$ cat src/design/cpu_pkg.sv
`default_nettype none

package cpu_pkg;

	localparam int NUM_REGS = 8;
	// cycles the ram enable stays high per access
	localparam int RAM_WAIT = 2;
	localparam int WAIT_W = $clog2(RAM_WAIT + 1);

	typedef logic [15:0] word_t;
	typedef logic [2:0] reg_addr_t;

	typedef enum logic [4:0] {
		OP_BEQZ  = 5'b00100,
		OP_NOP   = 5'b00001,
		OP_ADDIU = 5'b01001,
		OP_LI    = 5'b01101,
		OP_LW    = 5'b10011,
		OP_SW    = 5'b11011,
		OP_RRR   = 5'b11100
	} op_e;

	// matches the funct field of rrr
	typedef enum logic [1:0] {
		ALU_ADD = 2'b00,
		ALU_SUB = 2'b01,
		ALU_AND = 2'b10,
		ALU_OR  = 2'b11
	} alu_op_e;

	typedef struct packed {
		op_e       op;
		reg_addr_t rx;
		reg_addr_t ry;
		reg_addr_t rz;
		alu_op_e   funct;
	} instr_r_t;

	typedef struct packed {
		op_e        op;
		reg_addr_t  rx;
		logic [7:0] imm8;
	} instr_i_t;

	// register view for rrr, lw, sw; immediate view for li, addiu, beqz
	typedef union packed {
		instr_r_t r;
		instr_i_t i;
	} instr_t;

	typedef struct packed {
		logic      valid;
		logic      reg_write;
		logic      mem_read;
		logic      mem_write;
		alu_op_e   alu_op;
		logic      use_imm;
		reg_addr_t dest;
	} ex_ctrl_t;

	typedef struct packed {
		ex_ctrl_t ctrl;
		word_t    op_a;
		word_t    op_b;
		word_t    store_data;
		word_t    imm;
	} id_ex_t;

	typedef struct packed {
		logic      en;
		reg_addr_t addr;
		word_t     value;
	} wb_t;

	typedef struct packed {
		logic  en;
		logic  we;
		word_t addr;
		word_t wdata;
	} ram_req_t;

endpackage

`default_nettype wire

$ cat src/design/cpu_top.sv
`timescale 1ns/1ps
`default_nettype none

module cpu_top (
	input  wire                     clk,
	input  wire                     arst_n,
	output cpu_pkg::word_t          inst_addr,
	input  wire cpu_pkg::instr_t    inst_data,
	output cpu_pkg::ram_req_t       ram_req,
	input  wire cpu_pkg::word_t     ram_rdata,
	output cpu_pkg::wb_t            wb
);
	import cpu_pkg::*;

	logic      hold;
	logic      redirect;
	word_t     redirect_pc;
	instr_t    id_inst;
	word_t     id_pc;
	logic      id_valid;
	reg_addr_t rd_addr_a;
	reg_addr_t rd_addr_b;
	word_t     rd_data_a;
	word_t     rd_data_b;
	id_ex_t    ex;
	ram_req_t  mem_cmd;
	logic      mem_done;

	fetch_unit fetch_unit_i (
		.clk         (clk),
		.arst_n      (arst_n),
		.hold        (hold),
		.redirect    (redirect),
		.redirect_pc (redirect_pc),
		.inst_data   (inst_data),
		.inst_addr   (inst_addr),
		.id_inst     (id_inst),
		.id_pc       (id_pc),
		.id_valid    (id_valid)
	);

	reg_file reg_file_i (
		.clk       (clk),
		.arst_n    (arst_n),
		.rd_addr_a (rd_addr_a),
		.rd_addr_b (rd_addr_b),
		.rd_data_a (rd_data_a),
		.rd_data_b (rd_data_b),
		.wb        (wb)
	);

	decode_unit decode_unit_i (
		.clk         (clk),
		.arst_n      (arst_n),
		.hold        (hold),
		.id_inst     (id_inst),
		.id_pc       (id_pc),
		.id_valid    (id_valid),
		.rd_addr_a   (rd_addr_a),
		.rd_addr_b   (rd_addr_b),
		.rd_data_a   (rd_data_a),
		.rd_data_b   (rd_data_b),
		.redirect    (redirect),
		.redirect_pc (redirect_pc),
		.ex          (ex)
	);

	// execute, memory access and writeback share one stage
	exec_unit exec_unit_i (
		.ex        (ex),
		.hold      (hold),
		.ram_rdata (ram_rdata),
		.mem_done  (mem_done),
		.mem_cmd   (mem_cmd),
		.wb        (wb)
	);

	mem_fsm mem_fsm_i (
		.clk      (clk),
		.arst_n   (arst_n),
		.mem_cmd  (mem_cmd),
		.ram_req  (ram_req),
		.hold     (hold),
		.mem_done (mem_done)
	);

endmodule

`default_nettype wire

$ cat src/design/decode_unit.sv
`timescale 1ns/1ps
`default_nettype none

module decode_unit (
	input  wire                     clk,
	input  wire                     arst_n,
	input  wire                     hold,
	input  wire cpu_pkg::instr_t    id_inst,
	input  wire cpu_pkg::word_t     id_pc,
	input  wire                     id_valid,
	output cpu_pkg::reg_addr_t      rd_addr_a,
	output cpu_pkg::reg_addr_t      rd_addr_b,
	input  wire cpu_pkg::word_t     rd_data_a,
	input  wire cpu_pkg::word_t     rd_data_b,
	output logic                    redirect,
	output cpu_pkg::word_t          redirect_pc,
	output cpu_pkg::id_ex_t         ex
);
	import cpu_pkg::*;

	ex_ctrl_t ctrl_d;
	ex_ctrl_t ctrl_q;
	word_t    op_a_d;
	word_t    imm_d;
	word_t    imm_sext;
	word_t    op_a_q;
	word_t    op_b_q;
	word_t    store_q;
	word_t    imm_q;
	logic     is_beqz;

	assign imm_sext = {{8{id_inst.i.imm8[7]}}, id_inst.i.imm8};

	always_comb begin
		ctrl_d = '0;
		ctrl_d.valid = 1'b1;
		ctrl_d.alu_op = ALU_ADD;
		// rx sits in the same bits in both views
		rd_addr_a = id_inst.r.rx;
		rd_addr_b = id_inst.r.ry;
		op_a_d = rd_data_a;
		imm_d = imm_sext;
		is_beqz = 1'b0;
		case (id_inst.r.op)
			OP_LI: begin
				// li is 0 + zero-extended imm
				ctrl_d.reg_write = 1'b1;
				ctrl_d.use_imm = 1'b1;
				ctrl_d.dest = id_inst.i.rx;
				op_a_d = '0;
				imm_d = {8'h00, id_inst.i.imm8};
			end
			OP_ADDIU: begin
				ctrl_d.reg_write = 1'b1;
				ctrl_d.use_imm = 1'b1;
				ctrl_d.dest = id_inst.i.rx;
			end
			OP_RRR: begin
				ctrl_d.reg_write = 1'b1;
				ctrl_d.alu_op = id_inst.r.funct;
				ctrl_d.dest = id_inst.r.rz;
			end
			OP_LW: begin
				ctrl_d.reg_write = 1'b1;
				ctrl_d.mem_read = 1'b1;
				ctrl_d.dest = id_inst.r.ry;
			end
			OP_SW: begin
				ctrl_d.mem_write = 1'b1;
			end
			OP_BEQZ: begin
				is_beqz = 1'b1;
			end
			// nop and unknown opcodes carry no effect
			default: ;
		endcase
	end

	// branch tested on the forwarded rx value
	assign redirect = id_valid && is_beqz && (rd_data_a == '0);
	assign redirect_pc = id_pc + word_t'(1) + imm_sext;

	always_ff @(posedge clk or negedge arst_n) begin
		if (!arst_n) begin
			ctrl_q <= '0;
			op_a_q <= '0;
			op_b_q <= '0;
			store_q <= '0;
			imm_q <= '0;
		end else if (!hold) begin
			ctrl_q <= id_valid ? ctrl_d : '0;
			op_a_q <= op_a_d;
			op_b_q <= rd_data_b;
			store_q <= rd_data_b;
			imm_q <= imm_d;
		end
	end

	assign ex = '{ctrl: ctrl_q, op_a: op_a_q, op_b: op_b_q, store_data: store_q, imm: imm_q};

	a_redirect_valid: assert property (@(posedge clk) disable iff (!arst_n)
		redirect |-> id_valid);

endmodule

`default_nettype wire

$ cat src/design/exec_unit.sv
`timescale 1ns/1ps
`default_nettype none

module exec_unit (
	input  wire cpu_pkg::id_ex_t    ex,
	input  wire                     hold,
	input  wire cpu_pkg::word_t     ram_rdata,
	input  wire                     mem_done,
	output cpu_pkg::ram_req_t       mem_cmd,
	output cpu_pkg::wb_t            wb
);
	import cpu_pkg::*;

	word_t alu_b;
	word_t alu_y;
	logic  load_done;

	assign alu_b = ex.ctrl.use_imm ? ex.imm : ex.op_b;

	always_comb begin
		case (ex.ctrl.alu_op)
			ALU_ADD: alu_y = ex.op_a + alu_b;
			ALU_SUB: alu_y = ex.op_a - alu_b;
			ALU_AND: alu_y = ex.op_a & alu_b;
			ALU_OR:  alu_y = ex.op_a | alu_b;
			default: alu_y = ex.op_a + alu_b;
		endcase
	end

	// address is rx directly, no offset
	always_comb begin
		mem_cmd.en = ex.ctrl.valid && (ex.ctrl.mem_read || ex.ctrl.mem_write);
		mem_cmd.we = ex.ctrl.valid && ex.ctrl.mem_write;
		mem_cmd.addr = ex.op_a;
		mem_cmd.wdata = ex.store_data;
	end

	assign load_done = mem_done && ex.ctrl.mem_read;

	// a load only writes in its done cycle
	always_comb begin
		wb.en = ex.ctrl.valid && ex.ctrl.reg_write && !hold
			&& (!ex.ctrl.mem_read || mem_done);
		wb.addr = ex.ctrl.dest;
		wb.value = load_done ? ram_rdata : alu_y;
	end

endmodule

`default_nettype wire

$ cat src/design/fetch_unit.sv
`timescale 1ns/1ps
`default_nettype none

module fetch_unit (
	input  wire                     clk,
	input  wire                     arst_n,
	input  wire                     hold,
	input  wire                     redirect,
	input  wire cpu_pkg::word_t     redirect_pc,
	input  wire cpu_pkg::instr_t    inst_data,
	output cpu_pkg::word_t          inst_addr,
	output cpu_pkg::instr_t         id_inst,
	output cpu_pkg::word_t          id_pc,
	output logic                    id_valid
);
	import cpu_pkg::*;

	word_t pc;

	// pc, slot valid flag and fetch/decode register
	always_ff @(posedge clk or negedge arst_n) begin
		if (!arst_n) begin
			pc <= '0;
			id_valid <= 1'b0;
			id_inst <= '0;
			id_pc <= '0;
		end else if (!hold) begin
			// taken branch in decode wins over the sequential pc
			pc <= redirect ? redirect_pc : pc + word_t'(1);
			id_valid <= 1'b1;
			// the delay slot lands here too
			id_inst <= inst_data;
			id_pc <= pc;
		end
	end

	assign inst_addr = pc;

endmodule

`default_nettype wire

$ cat src/design/mem_fsm.sv
`timescale 1ns/1ps
`default_nettype none

module mem_fsm (
	input  wire                     clk,
	input  wire                     arst_n,
	input  wire cpu_pkg::ram_req_t  mem_cmd,
	output cpu_pkg::ram_req_t       ram_req,
	output logic                    hold,
	output logic                    mem_done
);
	import cpu_pkg::*;

	typedef enum logic [1:0] {
		IDLE,
		ACCESS,
		FINISH
	} state_e;

	state_e   state;
	state_e   state_next;
	ram_req_t req_q;
	logic     start;
	logic     expired;

	wait_timer wait_timer_i (
		.clk     (clk),
		.arst_n  (arst_n),
		.start   (start),
		.expired (expired)
	);

	// finish also accepts a new command since the pipeline has already moved on
	assign start = (state != ACCESS) && mem_cmd.en;
	assign mem_done = (state == ACCESS) && expired;
	assign hold = start || ((state == ACCESS) && !expired);

	always_comb begin
		state_next = state;
		case (state)
			IDLE:    if (start) state_next = ACCESS;
			ACCESS:  if (expired) state_next = FINISH;
			FINISH:  state_next = start ? ACCESS : IDLE;
			default: state_next = IDLE;
		endcase
	end

	always_ff @(posedge clk or negedge arst_n) begin
		if (!arst_n) begin
			state <= IDLE;
		end else begin
			state <= state_next;
		end
	end

	always_ff @(posedge clk or negedge arst_n) begin
		if (!arst_n) begin
			req_q <= '0;
		end else if (start) begin
			req_q <= mem_cmd;
		end
	end

	always_comb begin
		ram_req = req_q;
		ram_req.en = (state == ACCESS);
		ram_req.we = (state == ACCESS) && req_q.we;
	end

	a_req_stable: assert property (@(posedge clk) disable iff (!arst_n)
		ram_req.en && $past(ram_req.en) |->
			$stable(ram_req.addr) && $stable(ram_req.we) && $stable(ram_req.wdata));

	a_req_length: assert property (@(posedge clk) disable iff (!arst_n)
		$rose(ram_req.en) |-> ##RAM_WAIT $fell(ram_req.en));

endmodule

`default_nettype wire

$ cat src/design/reg_file.sv
`timescale 1ns/1ps
`default_nettype none

module reg_file (
	input  wire                     clk,
	input  wire                     arst_n,
	input  wire cpu_pkg::reg_addr_t rd_addr_a,
	input  wire cpu_pkg::reg_addr_t rd_addr_b,
	output cpu_pkg::word_t          rd_data_a,
	output cpu_pkg::word_t          rd_data_b,
	input  wire cpu_pkg::wb_t       wb
);
	import cpu_pkg::*;

	word_t regs [NUM_REGS];

	always_ff @(posedge clk or negedge arst_n) begin
		if (!arst_n) begin
			for (int k = 0; k < NUM_REGS; k++) begin
				regs[k] <= '0;
			end
		end else if (wb.en) begin
			regs[wb.addr] <= wb.value;
		end
	end

	// same-cycle writeback bypasses the array
	assign rd_data_a = (wb.en && wb.addr == rd_addr_a) ? wb.value : regs[rd_addr_a];
	assign rd_data_b = (wb.en && wb.addr == rd_addr_b) ? wb.value : regs[rd_addr_b];

	// a writeback targets a real register and carries a known value
	a_wb_valid: assert property (@(posedge clk) disable iff (!arst_n)
		wb.en |-> (int'(wb.addr) < NUM_REGS) && !$isunknown(wb.value));

endmodule

`default_nettype wire

$ cat src/design/wait_timer.sv
`timescale 1ns/1ps
`default_nettype none

module wait_timer (
	input  wire  clk,
	input  wire  arst_n,
	input  wire  start,
	output logic expired
);
	import cpu_pkg::*;

	logic [WAIT_W-1:0] count;
	logic              running;

	always_ff @(posedge clk or negedge arst_n) begin
		if (!arst_n) begin
			count <= '0;
			running <= 1'b0;
		end else if (start) begin
			count <= WAIT_W'(RAM_WAIT - 1);
			running <= 1'b1;
		end else if (running) begin
			if (count == '0) begin
				running <= 1'b0;
			end else begin
				count <= count - 1'b1;
			end
		end
	end

	assign expired = running && (count == '0);

	a_no_restart: assert property (@(posedge clk) disable iff (!arst_n)
		start |-> !running);

endmodule

`default_nettype wire

$ cat config.mk
export PLATFORM = sky130hd
export DESIGN_NAME = cpu_top
export DESIGN_NICKNAME = d
export VERILOG_FILES = /design/src/design/cpu_pkg.sv /design/src/design/cpu_top.sv /design/src/design/decode_unit.sv /design/src/design/exec_unit.sv /design/src/design/fetch_unit.sv /design/src/design/mem_fsm.sv /design/src/design/reg_file.sv /design/src/design/wait_timer.sv
export SDC_FILE = /design/constraint.sdc
export NUM_CORES = 1
export LEC_CHECK = 0
export BUFFER_PORTS_ARGS = -buffer_cell sky130_fd_sc_hd__buf_2
export CAP_MARGIN = 5
export CORE_MARGIN = 3
export CORE_UTILIZATION = 66
export DETAILED_ROUTE_END_ITERATION = 10
export GPL_TIMING_DRIVEN = 1
export HOLD_SLACK_MARGIN = 0.15
export PLACE_DENSITY = 0.9
export SYNTH_ARGS = -nofsm -noshare
export SYNTH_HDL_FRONTEND = slang
export SYNTH_SLANG_ARGS = --single-unit
export TNS_END_PERCENT = 50
$ cat constraint.sdc
create_clock -name clk -period 14.1 [get_ports clk]
set_clock_uncertainty 0.1 [all_clocks]
set_input_delay 4.23 -clock clk [delete_from_list [all_inputs] [get_ports clk]]
set_output_delay 4.23 -clock clk [all_outputs]
set_load 0.01 [all_outputs]
Word-level counts from Yosys, hierarchy flattened:

Cells that the tools add are included.

* bits in registers: 273
* input port bits: 34
* output and inout bits: 70
* word-level logic and storage cells: 126

* $add $sub $neg: 6
* $lt $le $gt $ge: 4
* equality and inequality tests: 17
* multiplexer cells: 35
* bitwise operators: 5
* reductions and logical operators: 31

Operators by type and width (number)
* two-way mux 16 bit: 12
* bitwise mux 128 bit: 1
* binary-select mux 16 bit (select 3 bit): 2
* case mux 16 bit (4 select lines): 1
* demux 16 bit (select 3 bit): 1
* adder 16 x 1 -> 16 bit, second input constant: 2
* adder 16 bit: 2
* AND 16 bit: 1
* logical AND 1 bit: 16
* zero test 16 bit: 1
* OR 16 bit: 1
* subtractor 16 bit: 1
* equality test 5 bit, second input constant: 3
* >= comparator 4 bit, second input constant: 3
* two-way mux 2 bit: 6
* inverter 3 -> 4 bit: 3
* equality test 5 x 4 -> 1 bit, second input constant: 2
* two-way mux 10 bit: 1
* two-way mux 1 bit: 9
* case mux 3 bit (3 select lines): 1
* != test 2 x 1 -> 1 bit, second input constant: 4
* equality test 2 bit, second input constant: 3
* equality test 3 bit: 2
* zero test 2 bit: 3
* 11 further kinds: 17

Longest topological paths before layout:

* depth in word-level cells: 13
* gate-level depth with buffers: 25
* depth with buffers taken out: 20

Modules after synthesis:

A second synthesis with hierarchy kept.

* cell total of the unflattened synthesis: 1393
* area total of the unflattened synthesis: 16932.5 um^2

Modules (own cells, without submodules)
* reg_file: instances 1, cells an instance 452, area an instance 7533.5 um^2, sequential area each 3203.1 um^2
* decode_unit: instances 1, cells an instance 281, area an instance 3006.6 um^2, sequential area each 1276.2 um^2
* fetch_unit: instances 1, cells an instance 196, area an instance 2293.4 um^2, sequential area each 1226.2 um^2
* exec_unit: instances 1, cells an instance 337, area an instance 2252.2 um^2, sequential area each 0.0 um^2
* mem_fsm: instances 1, cells an instance 113, area an instance 1692.9 um^2, sequential area each 875.8 um^2
* wait_timer: instances 1, cells an instance 14, area an instance 153.9 um^2, sequential area each 75.1 um^2

Worst setup path after synthesis:

No wires, ideal clock.

* path kind: input to output
* start: input port ram_rdata[8]
* end: output port wb[8] (netlist name)
* arrival time: 4.907 ns
* data required time: 9.770 ns
* path slack: 4.863 ns
* stages on the path: 3
* buffers on the path: 1
* path through: a221oi_1 -> clkbuf_1 -> inv_1

RTL lines
* from (decl): line cpu_top.sv:10 `input wire cpu_pkg::word_t ram_rdata,`
* to (decl): line cpu_top.sv:11 `output cpu_pkg::wb_t wb`

==> run summary <==
RSZ-0062 raised after global routing: no
EDFF count, synth: 0
Die Wd: 160 microns
Die Y: 160 microns
Crit Path Category: in2out
Most frequent cells in the layout: 301 x nand2_1, 264 x dfrtp_1, 124 x o21ai_0
Placer Congestion: 0.999
Final worst slack: 4.09 ns
DRC errors left: 0
CTS buffer count: 29
Share of cells above drive strength 1: 20.9%
Async S/R FF share, synth: 100%
Cell mode on critical path: buf_2
Vias in the first global route: 13.5k
Sequential element share of the synthesized area: 42.3%
Die area: 0.0257 sq mm
R2R Setup Slk: 7.52 ns
Tightest Hold Check Type: reg2reg
Dpl cells: 1892
Starting density of the core: 68.2%
Post-Synthesis Cell Area: 0.0157 sq mm
CP top delay family: compound AO/OA/AOI/OAI gates
Bufs on Longest Clock Path: 3
Syn Nets: 1662
Max Fanout on Critical Path: 11
Max Cap Violations: 0
Setup TNS Final: 0 ns
Root Buffer: clkbuf_16
CP endpoint kind: primary output
PostCTS Resize Cnt: 0
Max incr delay on CP: 1.02 ns
Post-DP HPWL: 30100 microns
Slew @ Worst Pin: 1.42 ns
WL per Instance: 24.1 microns
Ports: 104
CTS tree: built
Commonest non-fill, non-tap cell in the layout: nand2_1
Ys flop type: dfrtp_1
Worst slew margin: 4.95%
Syn Inst Count: 1591
Largest net degree at the start of global routing: 130
Synth Register Bits: 266
Final setup viols: 0
Worst setup SP type: primary input
Count of antenna-violating nets left after detailed routing: 0
Antenna violations before repair: 0
Final hold violation count: 0
Pre-CTS setup slack: 4.18 ns
GR Overflow Total: 0
Core area: 0.0231 sq mm
Worst hold slack: 0.377 ns
Count of antenna diodes in the layout: 0
Final std cells w/o fill: 1945
Synth warn: 0
Clock transition at path regs: 0.06 ns
DR vias: 13.5k
Htree depth: 1
Area Growth Syn to Fin: 9.15%
CP required: 9.77 ns
Critical Path AT: 5.68 ns
Clock tree sinks: 266
Fmax: 99.9 MHz
Slew Limit Fails: 0
Critical-path top delay cell: a31oi_1
GRT Util Overall: 36.1%
Final wirelength: 46800 microns
Drt first-iter violations: 1900
Final #Nets: 1681
Buffers on Ports: 103
Outcome: finished clean
Skew-Pair Late Insertion Delay: 0.56 ns
Setup bufs post-CTS: 0
CTS hold repair buffers: 0
Avg Inst Size Synth: 9.88 sq um
Tcrit/Tclk final: 71.0%
Post-layout min period: 10.01 ns
Detailed Routing Iterations Pass 1: 6
Via-to-Cell Ratio: 6.92
Rows: 55
Worst Path Buf+Inv: 2
Synth cell types: 88
Worst path cell trace: buf_2, nor2_1, a31oi_1, buf_2
First-pass GRT wire length: 73200 microns
final cells by class:
class,instances,area [sq um]
fillers,1468,5890
clock inverters,9,159
multi-input cells,1133,8170
flip-flops and latches,266,6660
well taps,313,392
inverters,50,188
repair buffers,130,728
clock buffers,44,862
per-stage QoR:
step | util, % | instance area (sq um)
floorplan | - | 15700
global placement | 70.0 | 16100
detailed placement | 70.0 | 16100
CTS | 74.4 | 17200
global route | 74.4 | 17200
finish | 74.4 | 17200
cells in the mapped netlist, types with 10 or more instances:
cell type / n / share of area, %
buf_4: 42 / 2.0
clkbuf_1: 74 / 1.8
mux4_2: 64 / 9.2
nand2_1: 302 / 7.2
nand3_1: 22 / 0.70
a211oi_1: 19 / 0.91
o21ai_1: 10 / 0.32
a21oi_1: 62 / 2.0
nor3_1: 14 / 0.45
dfrtp_1: 266 / 42
mux2_2: 75 / 5.4
nor2b_1: 14 / 0.56
inv_1: 49 / 1.2
ha_1: 35 / 2.8
xnor2_1: 23 / 1.3
xor2_1: 14 / 0.78
a21o_1: 20 / 0.96
mux2i_1: 46 / 2.9
nor2_1: 89 / 2.1
buf_2: 11 / 0.35
o21ai_0: 124 / 3.9
nand2b_1: 10 / 0.40
o31ai_1: 12 / 0.57
a22oi_1: 10 / 0.48
final timing paths:
check	start	to	depth (start not counted)
max	ram_rdata[4]	wb[4]	4
min	mem_fsm_i.ram_req[8]	mem_fsm_i.ram_req[8]	2
max reg2reg	decode_unit_i.ex[68]	fetch_unit_i.inst_addr[6]	17
min reg2reg	mem_fsm_i.ram_req[8]	mem_fsm_i.ram_req[8]	2
max in group asynchronous	arst_n	fetch_unit_i.id_inst[5]	3
min in group asynchronous	arst_n	reg_file_i.regs[5]	1
worst reg2reg max path, delay by kind of cell, from the launching register on:
family / cells / cell delay, ns
and+or+nand+nor: 7 / 2.13
AOI/OAI and AO/OA: 5 / 1.80
DFF: 1 / 0.91
buffers and inverters: 2 / 0.66
adders and majority gates: 1 / 0.38
muxes: 1 / 0.26
xor gates and xnor gates: 1 / 0.17
state kept, by name, summed over array words and instances (netlist names):
name,cells
fetch_unit_i.id_pc,16
mem_fsm_i.wait_timer_i.running,1
mem_fsm_i.state,2
mem_fsm_i.ram_req,32
decode_unit_i.op_a_q,16
mem_fsm_i.wait_timer_i.count,2
decode_unit_i.op_b_q,16
reg_file_i.regs,128
mem_fsm_i.req_q,1
fetch_unit_i.inst_addr,16
decode_unit_i.ex,10
decode_unit_i.imm_q,9
fetch_unit_i.id_valid,1
fetch_unit_i.id_inst,16
layer usage:
layer | vias to the layer above | track usage (%) | part of all wire (%)
met4 | 0 | 19.6 | 6.5
met1 | 6537 | 46.4 | 36
met2 | 963 | 57.3 | 47
met3 | 270 | 8.23 | 11
li1 | 5685 | - | -
met5 | - | 0 | 0
cells by family after synthesis:
kind of cell,synth area share [%]
flops,42.3
xor+xnor,2.06
buf+inv,5.94
mux,17.7
simple gates,14.7
compound gates,13.9
fa+ha+maj,3.43
Power is not shown: default switching activity piles up to over one toggle a cycle in this logic, so the estimate is an artifact.
